`config.mk`:
```
export PLATFORM = sky130hd
export DESIGN_NAME = soc_top
export DESIGN_NICKNAME = d
export VERILOG_FILES = /design/src/hdl/soc_pkg.sv /design/src/hdl/cmd_monitor.sv /design/src/hdl/reset_ctrl.sv /design/src/hdl/soc_top.sv /design/src/hdl/uart_rx.sv /design/src/hdl/uart_tx.sv
export SDC_FILE = /design/constraint.sdc
export NUM_CORES = 1
export LEC_CHECK = 0
export ABC_CLOCK_PERIOD_IN_PS = 800
export BUFFER_PORTS_ARGS = -buffer_cell sky130_fd_sc_hd__buf_2
export CORE_MARGIN = 3
export CORE_UTILIZATION = 50
export DETAILED_ROUTE_END_ITERATION = 10
export PLACE_DENSITY_LB_ADDON = 0.1
export SYNTH_ARGS = -nofsm -noshare
export SYNTH_HDL_FRONTEND = slang
export SYNTH_HIERARCHICAL = 1
export SYNTH_SLANG_ARGS = --single-unit
```
`constraint.sdc`:
```
create_clock -name clk_i -period 0.8 [get_ports clk_i]
set_input_delay 0.04 -clock clk_i [delete_from_list [all_inputs] [get_ports clk_i]]
set_output_delay 0.04 -clock clk_i [all_outputs]
set_load 0.05 [all_outputs]
```
`src/hdl/soc_pkg.sv`:
```
`default_nettype none

package soc_pkg;

   // one uart byte or one memory data byte
   typedef logic [7:0] byte_t;

   // external byte memory address
   typedef logic [7:0] mem_addr_t;

   // one request on the external memory port
   typedef struct packed {
      // set for a write, clear for a read
      logic      we;
      mem_addr_t addr;
      // ignored by the memory on reads
      byte_t     wdata;
   } mem_req_t;

   // opcode of a write command, followed by address and data
   localparam byte_t CMD_WRITE = 8'h57;

   // opcode of a read command, followed by address
   localparam byte_t CMD_READ = 8'h52;

   // reply byte sent once a write is done
   localparam byte_t RSP_OK = 8'h4B;

   // command monitor states
   typedef enum logic [2:0] {
      // waiting for an opcode
      MON_IDLE,
      // waiting for the address byte
      MON_GET_ADDR,
      // waiting for the write data byte
      MON_GET_DATA,
      // request raised, waiting for ack high
      MON_MEM_REQ,
      // request dropped, waiting for ack low
      MON_WAIT_ACK_LOW,
      // reply queued until the transmitter is free
      MON_SEND,
      // unknown opcode seen, stuck until reset
      MON_TRAP
   } mon_state_t;

endpackage

`default_nettype wire

```
`src/hdl/cmd_monitor.sv`:
```
`default_nettype none

module cmd_monitor (
   input  wire               clk_i,
   input  wire               arst_n_i,
   // bytes from the receiver
   input  wire               rx_valid_i,
   input  soc_pkg::byte_t    rx_byte_i,
   // transmitter
   input  wire               tx_busy_i,
   output logic              tx_start_o,
   output soc_pkg::byte_t    tx_byte_o,
   // external memory with four-phase req/ack
   output soc_pkg::mem_req_t mem_req_o,
   output logic              mem_req_valid_o,
   input  wire               mem_ack_i,
   input  soc_pkg::byte_t    mem_rdata_i,
   output logic              trap_o
);

   soc_pkg::mon_state_t state;

   always_ff @(posedge clk_i or negedge arst_n_i) begin
      if (!arst_n_i) begin
         state           <= soc_pkg::MON_IDLE;
         mem_req_valid_o <= 1'b0;
         tx_start_o      <= 1'b0;
         trap_o          <= 1'b0;
      end else begin
         tx_start_o <= 1'b0;
         unique case (state)
            soc_pkg::MON_IDLE: begin
               if (rx_valid_i) begin
                  if ((rx_byte_i == soc_pkg::CMD_WRITE) ||
                      (rx_byte_i == soc_pkg::CMD_READ)) begin
                     state <= soc_pkg::MON_GET_ADDR;
                  end else begin
                     // sticky until reset
                     trap_o <= 1'b1;
                     state  <= soc_pkg::MON_TRAP;
                  end
               end
            end
            soc_pkg::MON_GET_ADDR: begin
               if (rx_valid_i) begin
                  if (mem_req_o.we) begin
                     state <= soc_pkg::MON_GET_DATA;
                  end else begin
                     mem_req_valid_o <= 1'b1;
                     state           <= soc_pkg::MON_MEM_REQ;
                  end
               end
            end
            soc_pkg::MON_GET_DATA: begin
               if (rx_valid_i) begin
                  mem_req_valid_o <= 1'b1;
                  state           <= soc_pkg::MON_MEM_REQ;
               end
            end
            soc_pkg::MON_MEM_REQ: begin
               // read data is captured in the same cycle the request drops
               if (mem_ack_i) begin
                  mem_req_valid_o <= 1'b0;
                  state           <= soc_pkg::MON_WAIT_ACK_LOW;
               end
            end
            soc_pkg::MON_WAIT_ACK_LOW: begin
               if (!mem_ack_i) begin
                  state <= soc_pkg::MON_SEND;
               end
            end
            soc_pkg::MON_SEND: begin
               if (!tx_busy_i) begin
                  tx_start_o <= 1'b1;
                  state      <= soc_pkg::MON_IDLE;
               end
            end
            soc_pkg::MON_TRAP: begin
               state <= soc_pkg::MON_TRAP;
            end
            default: state <= soc_pkg::MON_IDLE;
         endcase
      end
   end

   // request fields stay put from the operand bytes until the next command
   always_ff @(posedge clk_i) begin
      if (rx_valid_i) begin
         unique case (state)
            soc_pkg::MON_IDLE: begin
               mem_req_o.we <= (rx_byte_i == soc_pkg::CMD_WRITE);
            end
            soc_pkg::MON_GET_ADDR: begin
               mem_req_o.addr <= rx_byte_i;
            end
            soc_pkg::MON_GET_DATA: begin
               mem_req_o.wdata <= rx_byte_i;
            end
            default: begin
            end
         endcase
      end
   end

   // reply byte held until the transmitter takes it
   always_ff @(posedge clk_i) begin
      if ((state == soc_pkg::MON_MEM_REQ) && mem_ack_i) begin
         tx_byte_o <= mem_req_o.we ? soc_pkg::RSP_OK : mem_rdata_i;
      end
   end

endmodule

`default_nettype wire

```
`src/hdl/reset_ctrl.sv`:
```
`default_nettype none

module reset_ctrl #(
   parameter int RST_START    = 5,
   parameter int RST_DURATION = 10
) (
   input  wire  clk_i,
   input  wire  arst_n_i,
   output logic sys_rst_n_o
);

   localparam int TOTAL = RST_START + RST_DURATION;
   localparam int CNT_W = $clog2(TOTAL + 1);

   localparam logic [CNT_W-1:0] START_CNT = CNT_W'(RST_START);
   localparam logic [CNT_W-1:0] END_CNT   = CNT_W'(TOTAL);

   logic [1:0]       start_sync;
   logic             start;
   logic [CNT_W-1:0] cnt;
   logic             pulse;
   logic             pulse_q;

   // deassertion synchronizer, start comes up two clocks after release
   always_ff @(posedge clk_i or negedge arst_n_i) begin
      if (!arst_n_i) begin
         start_sync <= 2'b00;
      end else begin
         start_sync <= {start_sync[0], 1'b1};
      end
   end

   assign start = start_sync[1];

   // reset pulse window measured from start
   assign pulse = start && (cnt >= START_CNT) && (cnt < END_CNT);

   // the board reset may never be pressed, so the system is held
   // in reset until the generated pulse has gone by
   always_ff @(posedge clk_i or negedge arst_n_i) begin
      if (!arst_n_i) begin
         cnt         <= '0;
         pulse_q     <= 1'b0;
         sys_rst_n_o <= 1'b0;
      end else begin
         if (start && (cnt != END_CNT)) begin
            cnt <= cnt + 1'b1;
         end
         pulse_q <= pulse;
         // falling edge of the pulse releases the system
         if (pulse_q && !pulse) begin
            sys_rst_n_o <= 1'b1;
         end
      end
   end

endmodule

`default_nettype wire

```
`src/hdl/soc_top.sv`:
```
`default_nettype none

module soc_top #(
   parameter int CLKS_PER_BIT = 8,
   parameter int RST_START    = 5,
   parameter int RST_DURATION = 10
) (
   input  wire               clk_i,
   input  wire               arst_n_i,
   // uart
   input  wire               uart_rxd_i,
   output logic              uart_txd_o,
   // external byte memory
   output soc_pkg::mem_req_t mem_req_o,
   output logic              mem_req_valid_o,
   input  wire               mem_ack_i,
   input  soc_pkg::byte_t    mem_rdata_i,
   output logic              trap_o
);

   logic           sys_rst_n;
   logic           rx_valid;
   soc_pkg::byte_t rx_byte;
   logic           tx_start;
   soc_pkg::byte_t tx_byte;
   logic           tx_busy;

   // board reset synchronized and stretched for the rest of the system
   reset_ctrl #(
      .RST_START   (RST_START),
      .RST_DURATION(RST_DURATION)
   ) reset_ctrl_i (
      .clk_i      (clk_i),
      .arst_n_i   (arst_n_i),
      .sys_rst_n_o(sys_rst_n)
   );

   uart_rx #(
      .CLKS_PER_BIT(CLKS_PER_BIT)
   ) uart_rx_i (
      .clk_i     (clk_i),
      .arst_n_i  (sys_rst_n),
      .rxd_i     (uart_rxd_i),
      .rx_valid_o(rx_valid),
      .rx_byte_o (rx_byte)
   );

   uart_tx #(
      .CLKS_PER_BIT(CLKS_PER_BIT)
   ) uart_tx_i (
      .clk_i     (clk_i),
      .arst_n_i  (sys_rst_n),
      .tx_start_i(tx_start),
      .tx_byte_i (tx_byte),
      .txd_o     (uart_txd_o),
      .tx_busy_o (tx_busy)
   );

   cmd_monitor cmd_monitor_i (
      .clk_i          (clk_i),
      .arst_n_i       (sys_rst_n),
      .rx_valid_i     (rx_valid),
      .rx_byte_i      (rx_byte),
      .tx_busy_i      (tx_busy),
      .tx_start_o     (tx_start),
      .tx_byte_o      (tx_byte),
      .mem_req_o      (mem_req_o),
      .mem_req_valid_o(mem_req_valid_o),
      .mem_ack_i      (mem_ack_i),
      .mem_rdata_i    (mem_rdata_i),
      .trap_o         (trap_o)
   );

endmodule

`default_nettype wire

```
`src/hdl/uart_rx.sv`:
```
`default_nettype none

module uart_rx #(
   parameter int CLKS_PER_BIT = 8
) (
   input  wire            clk_i,
   input  wire            arst_n_i,
   input  wire            rxd_i,
   output logic           rx_valid_o,
   output soc_pkg::byte_t rx_byte_o
);

   localparam int CNT_W = $clog2(CLKS_PER_BIT);

   localparam logic [CNT_W-1:0] LAST_CNT = CNT_W'(CLKS_PER_BIT - 1);
   localparam logic [CNT_W-1:0] MID_CNT  = CNT_W'(CLKS_PER_BIT / 2 - 1);

   typedef enum logic [1:0] {
      RX_IDLE,
      RX_START,
      RX_DATA,
      RX_STOP
   } rx_state_t;

   rx_state_t        state;
   logic [1:0]       rxd_sync;
   logic             rxd_s;
   logic [CNT_W-1:0] clk_cnt;
   logic [2:0]       bit_idx;

   // line idles high
   always_ff @(posedge clk_i or negedge arst_n_i) begin
      if (!arst_n_i) begin
         rxd_sync <= 2'b11;
      end else begin
         rxd_sync <= {rxd_sync[0], rxd_i};
      end
   end

   assign rxd_s = rxd_sync[1];

   always_ff @(posedge clk_i or negedge arst_n_i) begin
      if (!arst_n_i) begin
         state      <= RX_IDLE;
         clk_cnt    <= '0;
         bit_idx    <= '0;
         rx_valid_o <= 1'b0;
      end else begin
         rx_valid_o <= 1'b0;
         unique case (state)
            RX_IDLE: begin
               clk_cnt <= '0;
               bit_idx <= '0;
               if (!rxd_s) begin
                  state <= RX_START;
               end
            end
            RX_START: begin
               // recheck the start bit at its middle, glitches go back to idle
               if (clk_cnt == MID_CNT) begin
                  clk_cnt <= '0;
                  state   <= rxd_s ? RX_IDLE : RX_DATA;
               end else begin
                  clk_cnt <= clk_cnt + 1'b1;
               end
            end
            RX_DATA: begin
               if (clk_cnt == LAST_CNT) begin
                  clk_cnt <= '0;
                  bit_idx <= bit_idx + 1'b1;
                  if (bit_idx == 3'd7) begin
                     state <= RX_STOP;
                  end
               end else begin
                  clk_cnt <= clk_cnt + 1'b1;
               end
            end
            RX_STOP: begin
               if (clk_cnt == LAST_CNT) begin
                  // framing error drops the byte
                  rx_valid_o <= rxd_s;
                  state      <= RX_IDLE;
               end else begin
                  clk_cnt <= clk_cnt + 1'b1;
               end
            end
            default: state <= RX_IDLE;
         endcase
      end
   end

   // lsb first, sampled mid-bit
   always_ff @(posedge clk_i) begin
      if ((state == RX_DATA) && (clk_cnt == LAST_CNT)) begin
         rx_byte_o <= {rxd_s, rx_byte_o[7:1]};
      end
   end

endmodule

`default_nettype wire

```
`src/hdl/uart_tx.sv`:
```
`default_nettype none

module uart_tx #(
   parameter int CLKS_PER_BIT = 8
) (
   input  wire            clk_i,
   input  wire            arst_n_i,
   input  wire            tx_start_i,
   input  soc_pkg::byte_t tx_byte_i,
   output logic           txd_o,
   output logic           tx_busy_o
);

   localparam int CNT_W = $clog2(CLKS_PER_BIT);

   localparam logic [CNT_W-1:0] LAST_CNT = CNT_W'(CLKS_PER_BIT - 1);
   localparam logic [3:0]       LAST_BIT = 4'd9;

   logic [CNT_W-1:0] clk_cnt;
   logic [3:0]       bit_cnt;
   logic [9:0]       frame;

   always_ff @(posedge clk_i or negedge arst_n_i) begin
      if (!arst_n_i) begin
         tx_busy_o <= 1'b0;
         clk_cnt   <= '0;
         bit_cnt   <= '0;
      end else if (!tx_busy_o) begin
         clk_cnt <= '0;
         bit_cnt <= '0;
         if (tx_start_i) begin
            tx_busy_o <= 1'b1;
         end
      end else if (clk_cnt == LAST_CNT) begin
         clk_cnt <= '0;
         // stop bit finished
         if (bit_cnt == LAST_BIT) begin
            tx_busy_o <= 1'b0;
         end else begin
            bit_cnt <= bit_cnt + 1'b1;
         end
      end else begin
         clk_cnt <= clk_cnt + 1'b1;
      end
   end

   // stop, data lsb first, start
   always_ff @(posedge clk_i) begin
      if (!tx_busy_o && tx_start_i) begin
         frame <= {1'b1, tx_byte_i, 1'b0};
      end else if (tx_busy_o && (clk_cnt == LAST_CNT)) begin
         frame <= {1'b1, frame[9:1]};
      end
   end

   assign txd_o = tx_busy_o ? frame[0] : 1'b1;

endmodule

`default_nettype wire

```
==> results of run 1 <==
==> layout make-up <==
class / count / area (sq um)
Clock inverter: 6 / 88.8
Inverter: 12 / 48.8
Sequential cell: 75 / 2090
Tap cell: 75 / 93.8
Clock buffer: 10 / 128
Multi-Input combinational cell: 133 / 1480
Fill cell: 279 / 938
Timing Repair Buffer: 125 / 1190
==> final timing paths <==
kind,from,endpoint,slack [ns],cells past startpoint
setup / recovery,cmd_monitor_i/state[1]$_DFFE_PN0P_,cmd_monitor_i/state[0]$_DFFE_PN0P_,-0.67,4
hold / removal,mem_rdata_i[0],cmd_monitor_i/tx_byte_o[0]$_SDFFCE_PP1P_,-0.02,2
setup reg to reg,cmd_monitor_i/state[1]$_DFFE_PN0P_,cmd_monitor_i/state[0]$_DFFE_PN0P_,-0.67,4
hold reg to reg,reset_ctrl_i/sys_rst_n_o$_DFFE_PN0P_,cmd_monitor_i/trap_o$_DFFE_PN0P_,0.26,1
max in group asynchronous,reset_ctrl_i/sys_rst_n_o$_DFFE_PN0P_,uart_rx_i/rxd_sync[0]$_DFF_PN1_,0.24,1
min in group asynchronous,arst_n_i,reset_ctrl_i/cnt[2]$_DFFE_PN0P_,0.09,2
==> timing repair <==
item,4_1_cts,5_1_grt
resized for setup,105,39
pin swaps,21,24
hold buffers,6,1
endpoints found under the setup margin,122,131
buffers inserted,15,20
endpoints found under the hold margin,16,4
==> routing by layer <==
layer	track usage [%]	vias to the layer above	wire length, um
met2	35.7	62	4170
met3	4.03	12	272
met4	8.63	0	136
li1	-	1112	-
met1	26.1	1190	3420
met5	0	-	0
==> Yosys cell counts (all sizes together) (2+ instances only) <==
master / number / area share [%]
nand2: 16 / 2.0
mux2i: 3 / 0.93
a31o: 3 / 0.82
nor3: 5 / 0.78
dfrtp: 31 / 24
ha: 13 / 5.1
o21ai: 7 / 1.2
nor2b: 8 / 1.6
nand4: 3 / 0.58
or2: 5 / 0.97
a21boi: 2 / 0.47
edfxtp: 41 / 38
a21oi: 5 / 0.78
a211o: 5 / 1.4
a31oi: 4 / 0.78
nand2b: 5 / 1.1
dfstp: 2 / 1.6
buf: 6 / 1.7
a22oi: 2 / 0.47
nor4b: 3 / 1.2
a32o: 8 / 2.5
and2: 4 / 0.86
nor4bb: 2 / 0.62
xnor2: 2 / 0.55
nand3: 4 / 0.62
clkbuf: 2 / 0.23
inv: 12 / 1.4
a311o: 2 / 0.62
==> cell usage in the layout (no fill, tap or decap), types with 3 or more instances in the layout <==
master         netlist  layout
edfxtp_1            41      41
inv_1               11       8
buf_4                1      50
dfrtp_2              0       9
or2_4                0       4
dlygate4sd3_1        0       7
ha_4                 0       7
buf_2                2      11
mux2i_1              3       3
nand2_4              0       4
nor2b_4              0       5
dfrtp_1             31      22
a21oi_2              0       4
nand2b_4             0       3
ha_2                 0       4
nor3_4               0       4
clkbuf_8             0       9
nand3_2              0       3
a32o_1               8       8
buf_6                2      50
nand2_1             14      11
inv_2                1       3
buf_8                1       3
and2_4               1       3
nand4_1              3       3
o21ai_0              6       4
a211o_1              5       5
buf_12               0       4
==> kinds of logic (layout without fill, tap and decap cells) <==
kind of cell | Yosys count | after routing
AND/OR/NAND/NOR | 66 | 66
XOR/XNOR | 3 | 3
AO/OA/AOI/OAI | 46 | 46
flip-flops | 75 | 75
multiplexers | 4 | 4
other | 1 | 1
buffers and inverters | 20 | 153
adder cells (fa/ha/maj) | 13 | 13
==> worst max-delay path, cell delays in order, from the launching register on <==
cell and delay, ns:
dfrtp_2 0.45, buf_6 0.14, nor4b_4 0.35, nor4b_4 0.32
a311o_1 0.16
==> power by group <==
| group | switching, mW | internal, mW |
|---|---|---|
| clock | 1.47 | 1.76 |
| combinational | 3.01 | 3.84 |
| sequential | 0.784 | 4.76 |
==> state kept, by name, indices dropped and copies added, names as in the netlist, 2 cells and up, named ones only <==
register	flops
uart_tx_i/frame	9
uart_tx_i/clk_cnt	3
reset_ctrl_i/cnt	4
uart_rx_i/clk_cnt	3
cmd_monitor_i/mem_req_o	17
uart_rx_i/rx_byte_o	8
cmd_monitor_i/tx_byte_o	8
uart_rx_i/bit_idx	3
uart_tx_i/bit_cnt	4
uart_rx_i/rxd_sync	2
reset_ctrl_i/start_sync	2
cmd_monitor_i/state	3
==> through the flow <==
stage	hold WS, ns	cells	TNS (ns)
finish	-0.0244	436	-44.93
global route	-0.0430	436	-49.48
CTS	-0.0439	425	-42.13
detailed placement	-0.101	390	-40.27
global placement	-0.110	390	-38.76
floorplan	-0.256	228	-37.82
==> results.toml, run 1 <==
[power]
p_leak_nw = 2.15
p_per_area_nw_per_um2 = 3050
ir_drop_uv = 2700
totalPowerFinal_mw = 15.6

[synthesis]
yosys.area_share.simple_pct = 13.6
synth_compound_area_share_pct = 11.0
async_flop_share_pct = 44.0
synth.cell_area_sq_um = 3210
synth_edf_count = 41
synth.area.mux_share_pct = 1.29
synth_fp_nets = 253
synth-adder-area-share_pct = 5.06
ys_seq_area_share_pct = 64.7
syn_inst = 228
synth-seq-cells = 75
ys_types = 62
syn_area_per_cell_sq_um = 14.1
yosys_warnings = 6
synth-xor-area-share_pct = 0.818
synth_top_family_by_area = "simple AND/OR/NAND/NOR gates"
synth_ff_type = "edfxtp_1"

[flow_run]
drv_cap = 0

[routing]
ant_nets = 0
drt_iter0_markers = 98
viasPerCell = 5.45
via_count = 2376
drc = 0
routed_wl_mm = 8.01
routedWlPerCell_um = 18.4
first_pass_iters = 4

[finish]
area_delta_synth_final_pct = 59.4
diodes = 0
final_layout_size_suffix_gt1_share_pct = 60.7
final_core_util_pct = 84.5
final_area_sq_um = 5120
nets = 381

[placed_design]
place_area_sq_um = 4110
post-place-ws_ns = -0.629
portBuffers = 31
hpwl_mm = 4.19
place_congestion = 0.799

[clock_tree]
tritoncts = "done"
cts.reportedPaths.clkPinSlew_ns = 0.08
clock_latency_ns = 0.35
cts_sinks = 75
cts_buffers = 9
htree_num_levels = 3
clockRootBuffer = "clkbuf_8"
cts_buffer_depth = 2

[global_routing]
grt_pass1_vias = 2465
grt_pass1_wl_mm = 11.8
grt_max_degree = 26
grt_use_total_pct = 20.9
overflow = 0
antenna_found_initial = 0

[critical_path]
path_max_fanout = 4
startpoint_type = "flip-flop"
crit_required_ns = 1.08
worstPathArrival_ns = 1.75
critPathKind = "reg2reg"
cp-end-kind = "flip-flop"

[outcome]
status = "finished with violations"
violations = "hold timing, setup timing"

[sta]
drv_slew = 0
finClkSkew_ns = 0.0108
min_period_ns = 1.47
rsz0062_at_grt = "yes"
holdWs_ns = -0.0244
fmax_mhz = 679
finalCritPeriodShare_pct = 184
setup_viol = 128
final.setup.worst_slack_ns = -0.673
hold_violations = 3

[floorplanning]
initial_utilization_pct = 53.0
dieArea_sq_um = 7420
die-width_um = 86.2
io_pins = 32
die_h_um = 86.2
rows = 28
core_area_sq_um = 6060

[min_path]
hp-class = "in2reg"
No activity file was read; power rests on OpenSTA's default activity.
==> inputs of run 2 (changes only) <==
BUFFER_PORTS_ARGS = not set   (was -buffer_cell sky130_fd_sc_hd__buf_2)
DONT_BUFFER_PORTS = 1   (was not set)
==> run 2 against run 1 <==
Against the previous run: the run ends with setup timing left; non-clock buffer count decreased by 7; register-to-register slack about the same; core utilization increased by 0.78 points; clock skew decreased by 0.0027 ns; worst setup slack got worse by 0.015 ns; die area unchanged; final area increased by 0.93%; power increased by 0.38%; wire length increased by 17%; sequential share of layout area decreased by 0.35 points.
==> results.toml, run 2 (synthesized netlist as in run 1, its figures left out) <==
[finish]
nets = 374
final_layout_size_suffix_gt1_share_pct = 58.2
top_register = "cmd_monitor_i/mem_req_o"
multiInputGateArea_sq_um = 1460
seqCellArea_sq_um = 2090
largest_reg_flops = 17
fillers = 273
diodes = 0
final_area_sq_um = 5170
final_cell_mix = "buf_4, edfxtp_1, buf_6"
reg.largest.list = "cmd_monitor_i/mem_req_o x17, uart_tx_i/frame x9"
fin_cells = 429
area_delta_synth_final_pct = 60.9
final_common_cell = "buf_4"

[floorplanning]
io_pins = 32
rows = 28
die_h_um = 86.2
initial_utilization_pct = 53.0
dieArea_sq_um = 7420
die-width_um = 86.2
core_area_sq_um = 6060

[global_routing]
grt_pass1_wl_mm = 13.4
overflow = 0
grt_max_degree = 26
grt_use_total_pct = 24.3
grt_pass1_vias = 2613
antenna_found_initial = 0

[critical_path]
setup.worst_path.start = "cmd_monitor_i/state[0]$_DFFE_PN0P_"
rr_endpoint = "cmd_monitor_i/state[0]$_DFFE_PN0P_"
worstPathArrival_ns = 1.72
cp-end-kind = "flip-flop"
r2r-start = "cmd_monitor_i/state[0]$_DFFE_PN0P_"
crit_required_ns = 1.03
critPathKind = "reg2reg"
path_max_fanout = 3
startpoint_type = "flip-flop"
rr_worst_depth = 4
ff2ff_setup_slack_ns = -0.69

[sta]
rsz0062_at_grt = "yes"
drv_slew = 0
fmax_mhz = 672
min_period_ns = 1.49
finalCritPeriodShare_pct = 186
finClkSkew_ns = 0.00815
hold_violations = 0
final.setup.worst_slack_ns = -0.687
setup_viol = 128

[outcome]
status = "finished with violations"
violations = "setup timing"

[clock_tree]
cts_sinks = 75
cts_buffer_depth = 2
cts_buffers = 9
htree_num_levels = 3
cts.reportedPaths.clkPinSlew_ns = 0.08
clock_latency_ns = 0.36
clockRootBuffer = "clkbuf_8"
tritoncts = "done"

[flow_run]
drv_cap = 0

[placed_design]
portBuffers = 0
hpwl_mm = 5.06
place_area_sq_um = 4230
place_inst = 378
place_congestion = 0.851
post-place-ws_ns = -0.616

[routing]
viasPerCell = 5.86
routed_wl_mm = 9.37
routedWlPerCell_um = 21.8
first_pass_iters = 4
drt_iter0_markers = 150
ant_nets = 0
drc = 0
via_count = 2513

[power]
p_leak_nw = 2.19
totalPowerFinal_mw = 15.7
p_per_area_nw_per_um2 = 3030
ir_drop_uv = 2830

[min_path]
hp-class = "in2async"
-- run 2: changes by cell type in the layout (fill, tap and decap cells not counted), sizes merged --
cell and delta:
buf -11, bufinv +1, clkbuf +1, dlygate4sd3 +4, clkinvlp -2
-- run 2: through the flow --
stage	TNS [ns]	utilization, %	hold slack (ns)
floorplan	-37.82	-	-0.256
global placement	-35.83	69.7	-0.255
finish	-49.36	85.3	0.0540
detailed placement	-39.73	69.7	-0.255
global route	-53.33	85.3	0.0619
CTS	-43.40	82.2	0.00489
-- run 2: metal layers --
metal	global-route usage, %	up-vias	wire (um)
met1	26.8	1285	3430
li1	-	1095	-
met5	0	-	0
met4	12.4	0	366
met3	4.42	34	447
met2	44.1	99	5120
-- run 2: critical path, cell delays in order (launching register included) --
cell and delay (ns):
dfrtp_1 0.43, buf_4 0.17, nor4bb_4 0.16, a211o_1 0.30, a311o_1 0.31
-- run 2: worst max-delay path by stage --
stage	endpoint	depth (start not counted)	slack [ns]
floorplan	cmd_monitor_i/state[0]$_DFFE_PN0P_	3	-0.71
global placement	cmd_monitor_i/state[0]$_DFFE_PN0P_	4	-0.52
global route	cmd_monitor_i/state[0]$_DFFE_PN0P_	4	-0.70
CTS	uart_tx_i/bit_cnt[2]$_DFFE_PN0P_	5	-0.58
finish	cmd_monitor_i/state[0]$_DFFE_PN0P_	4	-0.69
detailed placement	cmd_monitor_i/state[0]$_DFFE_PN0P_	4	-0.62
-- run 2: power by group --
part           internal [mW]  total, mW  switching (mW)
logic                   3.53       6.54            3.01
registers               4.76       5.61           0.849
clock network           2.07       3.53            1.46
total                   10.4       15.7            5.32
-- run 2: area by class of cell --
class | count | area share (%)
repair buffers | 118 | 24.1
flip-flops and latches | 75 | 40.5
multi-input cells | 133 | 28.3
clock inverters | 5 | 1.98
clock buffers | 11 | 2.54
inverters | 12 | 0.871
well taps | 75 | 1.82
-- run 2: timing repair --
action | in CTS | in global routing
hold endpoints to repair | 18 | 0
buffers inserted | 18 | 14
setup endpoints to repair | 119 | 130
hold buffers | 11 | 0
pin swaps | 21 | 13
gates cloned | 2 | 0
gates resized for setup | 72 | 36
==> inputs of run 3 (changes only) <==
==> constraint.sdc (replaced) <==
create_clock -name clk_i -period 0.8 [get_ports clk_i]
set_input_delay 0.16 -clock clk_i [delete_from_list [all_inputs] [get_ports clk_i]]
set_output_delay 0.16 -clock clk_i [all_outputs]
set_load 0.05 [all_outputs]
==> run 3 against run 2 <==
Against the previous run: first-iteration DRC count fell by 29%; power fell by 5.4%; the run still ends with setup timing left; critical endpoint unchanged; via count fell by 3.9%; core utilization fell by 0.97 points; worst setup slack got worse by 0.0047 ns; worst hold slack got worse by 0.054 ns; flip-flop and latch count did not move; wire length fell by 8.6%; clock-buffer cell count fell by 2.
==> results.toml, run 3 (synthesized netlist as in run 1, its figures left out) <==
[placed_design]
place_congestion = 0.887
hpwl_mm = 4.99
post-place-ws_ns = -0.711
place_area_sq_um = 4250
portBuffers = 0

[critical_path]
path_max_fanout = 3
critPathKind = "reg2reg"
worstPathArrival_ns = 1.77
startpoint_type = "flip-flop"
crit_required_ns = 1.08
cp-end-kind = "flip-flop"

[sta]
finClkSkew_ns = 0.0170
finalCritPeriodShare_pct = 187
min_period_ns = 1.49
rsz0062_at_grt = "yes"
fmax_mhz = 670
hold_violations = 0
final.setup.worst_slack_ns = -0.692
drv_slew = 0
fin_setup_tns_ns = -50.09
setup_viol = 130

[floorplanning]
io_pins = 32
core_area_sq_um = 6060
initial_utilization_pct = 53.0
rows = 28
die_h_um = 86.2
dieArea_sq_um = 7420
die-width_um = 86.2

[global_routing]
grt_pass1_wl_mm = 12.5
antenna_found_initial = 0
grt_use_total_pct = 22.2
grt_pass1_vias = 2462
overflow = 0
grt_max_degree = 26

[clock_tree]
clock_latency_ns = 0.35
cts_buffers = 9
htree_num_levels = 3
ctsHoldBuffers = 2
cts_buffer_depth = 2
clockRootBuffer = "clkbuf_8"
tritoncts = "done"
cts_sinks = 75
cts.reportedPaths.clkPinSlew_ns = 0.08

[finish]
diodes = 0
area_delta_synth_final_pct = 59.1
final_cell_mix = "buf_4, edfxtp_1, buf_6"
final_area_sq_um = 5110
nets = 367
largest_reg_flops = 17
final_common_cell = "buf_4"
final_layout_size_suffix_gt1_share_pct = 59.1
reg.largest.list = "cmd_monitor_i/mem_req_o x17, uart_tx_i/frame x9"
top_register = "cmd_monitor_i/mem_req_o"

[routing]
drc = 0
routed-wl-met3_um = 398
first_pass_iters = 5
viasPerCell = 5.72
via_count = 2415
ant_nets = 0
drt_iter0_markers = 106
routed_wl_mm = 8.56
wl_met1_mm = 3.26
routedWlPerCell_um = 20.3
top_layer = "met4"
dr_wl_met2_mm = 4.61

[power]
p_per_area_nw_per_um2 = 2900
ir_drop_uv = 2270
p_leak_nw = 2.14
totalPowerFinal_mw = 14.8

[flow_run]
drv_cap = 0

[min_path]
hp-class = "in2reg"

[outcome]
status = "finished with violations"
violations = "setup timing"
run 3: cell types whose count changed in the layout (fill, tap and decap cells not counted), moves of 3 or more:
cell           before  now
buf_12             13   20
buf_6              40   37
bufinv_16           3    0
dfrtp_1            21   24
dfrtp_2            10    7
dlygate4sd3_1      11    2
nand2_2             3    0
run 3: final cells by class:
| type | instances | area [sq um] |
|---|---|---|
| multi-input combinational | 133 | 1480 |
| timing repair buffer | 111 | 1240 |
| inverter | 12 | 45.0 |
| sequential | 75 | 2090 |
| fill | 264 | 950 |
| clock inverter | 7 | 42.5 |
| tap | 75 | 93.8 |
| clock buffer | 9 | 124 |
run 3: final timing paths:
kind	from	endpoint	slack [ns]	depth (start not counted)
max in group asynchronous	reset_ctrl_i/sys_rst_n_o$_DFFE_PN0P_	uart_rx_i/rxd_sync[0]$_DFF_PN1_	0.22	1
min in group asynchronous	arst_n_i	reset_ctrl_i/cnt[0]$_DFFE_PN0P_	0.18	1
setup / recovery	cmd_monitor_i/state[1]$_DFFE_PN0P_	cmd_monitor_i/state[0]$_DFFE_PN0P_	-0.69	5
setup reg to reg	cmd_monitor_i/state[1]$_DFFE_PN0P_	cmd_monitor_i/state[0]$_DFFE_PN0P_	-0.69	5
hold reg to reg	reset_ctrl_i/sys_rst_n_o$_DFFE_PN0P_	cmd_monitor_i/state[2]$_DFFE_PN0P_	0.27	1
hold / removal	mem_rdata_i[6]	cmd_monitor_i/tx_byte_o[6]$_SDFFCE_PP1P_	0.0002	1
run 3: through the flow:
| stage | instances | hold slack [ns] | utilization, % |
|---|---|---|---|
| 3_3_place_gp | 369 | -0.135 | 70.1 |
| 4_1_cts | 408 | -0.0164 | 79.7 |
| 5_1_grt | 422 | -0.0272 | 84.3 |
| 2_1_floorplan | 228 | -0.136 | - |
| 6_report | 422 | 0.000184 | 84.3 |
| 3_5_place_dp | 369 | -0.135 | 70.1 |
run 3: metal layers:
| metal | vias to the layer above | global-route usage, % |
|---|---|---|
| met3 | 32 | 5.38 |
| met1 | 1190 | 25.8 |
| li1 | 1084 | - |
| met4 | 0 | 7.91 |
| met5 | - | 0 |
| met2 | 109 | 39.5 |
run 3: what timing repair did:
item | in CTS | in global routing
resized for setup | 61 | 45
hold endpoints to repair | 13 | 4
setup endpoints to repair | 119 | 131
pin swaps | 25 | 25
setup buffers | 25 | 26
run 3: critical path, cell delays in order, from the launching register on:
cell	delay [ns]
dfrtp_2	0.43
buf_4	0.15
buf_4	0.13
nor4b_1	0.44
a211o_1	0.17
a311o_1	0.12
run 3: power breakdown:
part	switching [mW]	total [mW]	internal [mW]
Combinational	3.09	6.84	3.75
Sequential	0.744	5.49	4.75
Clock	1.40	2.51	1.11
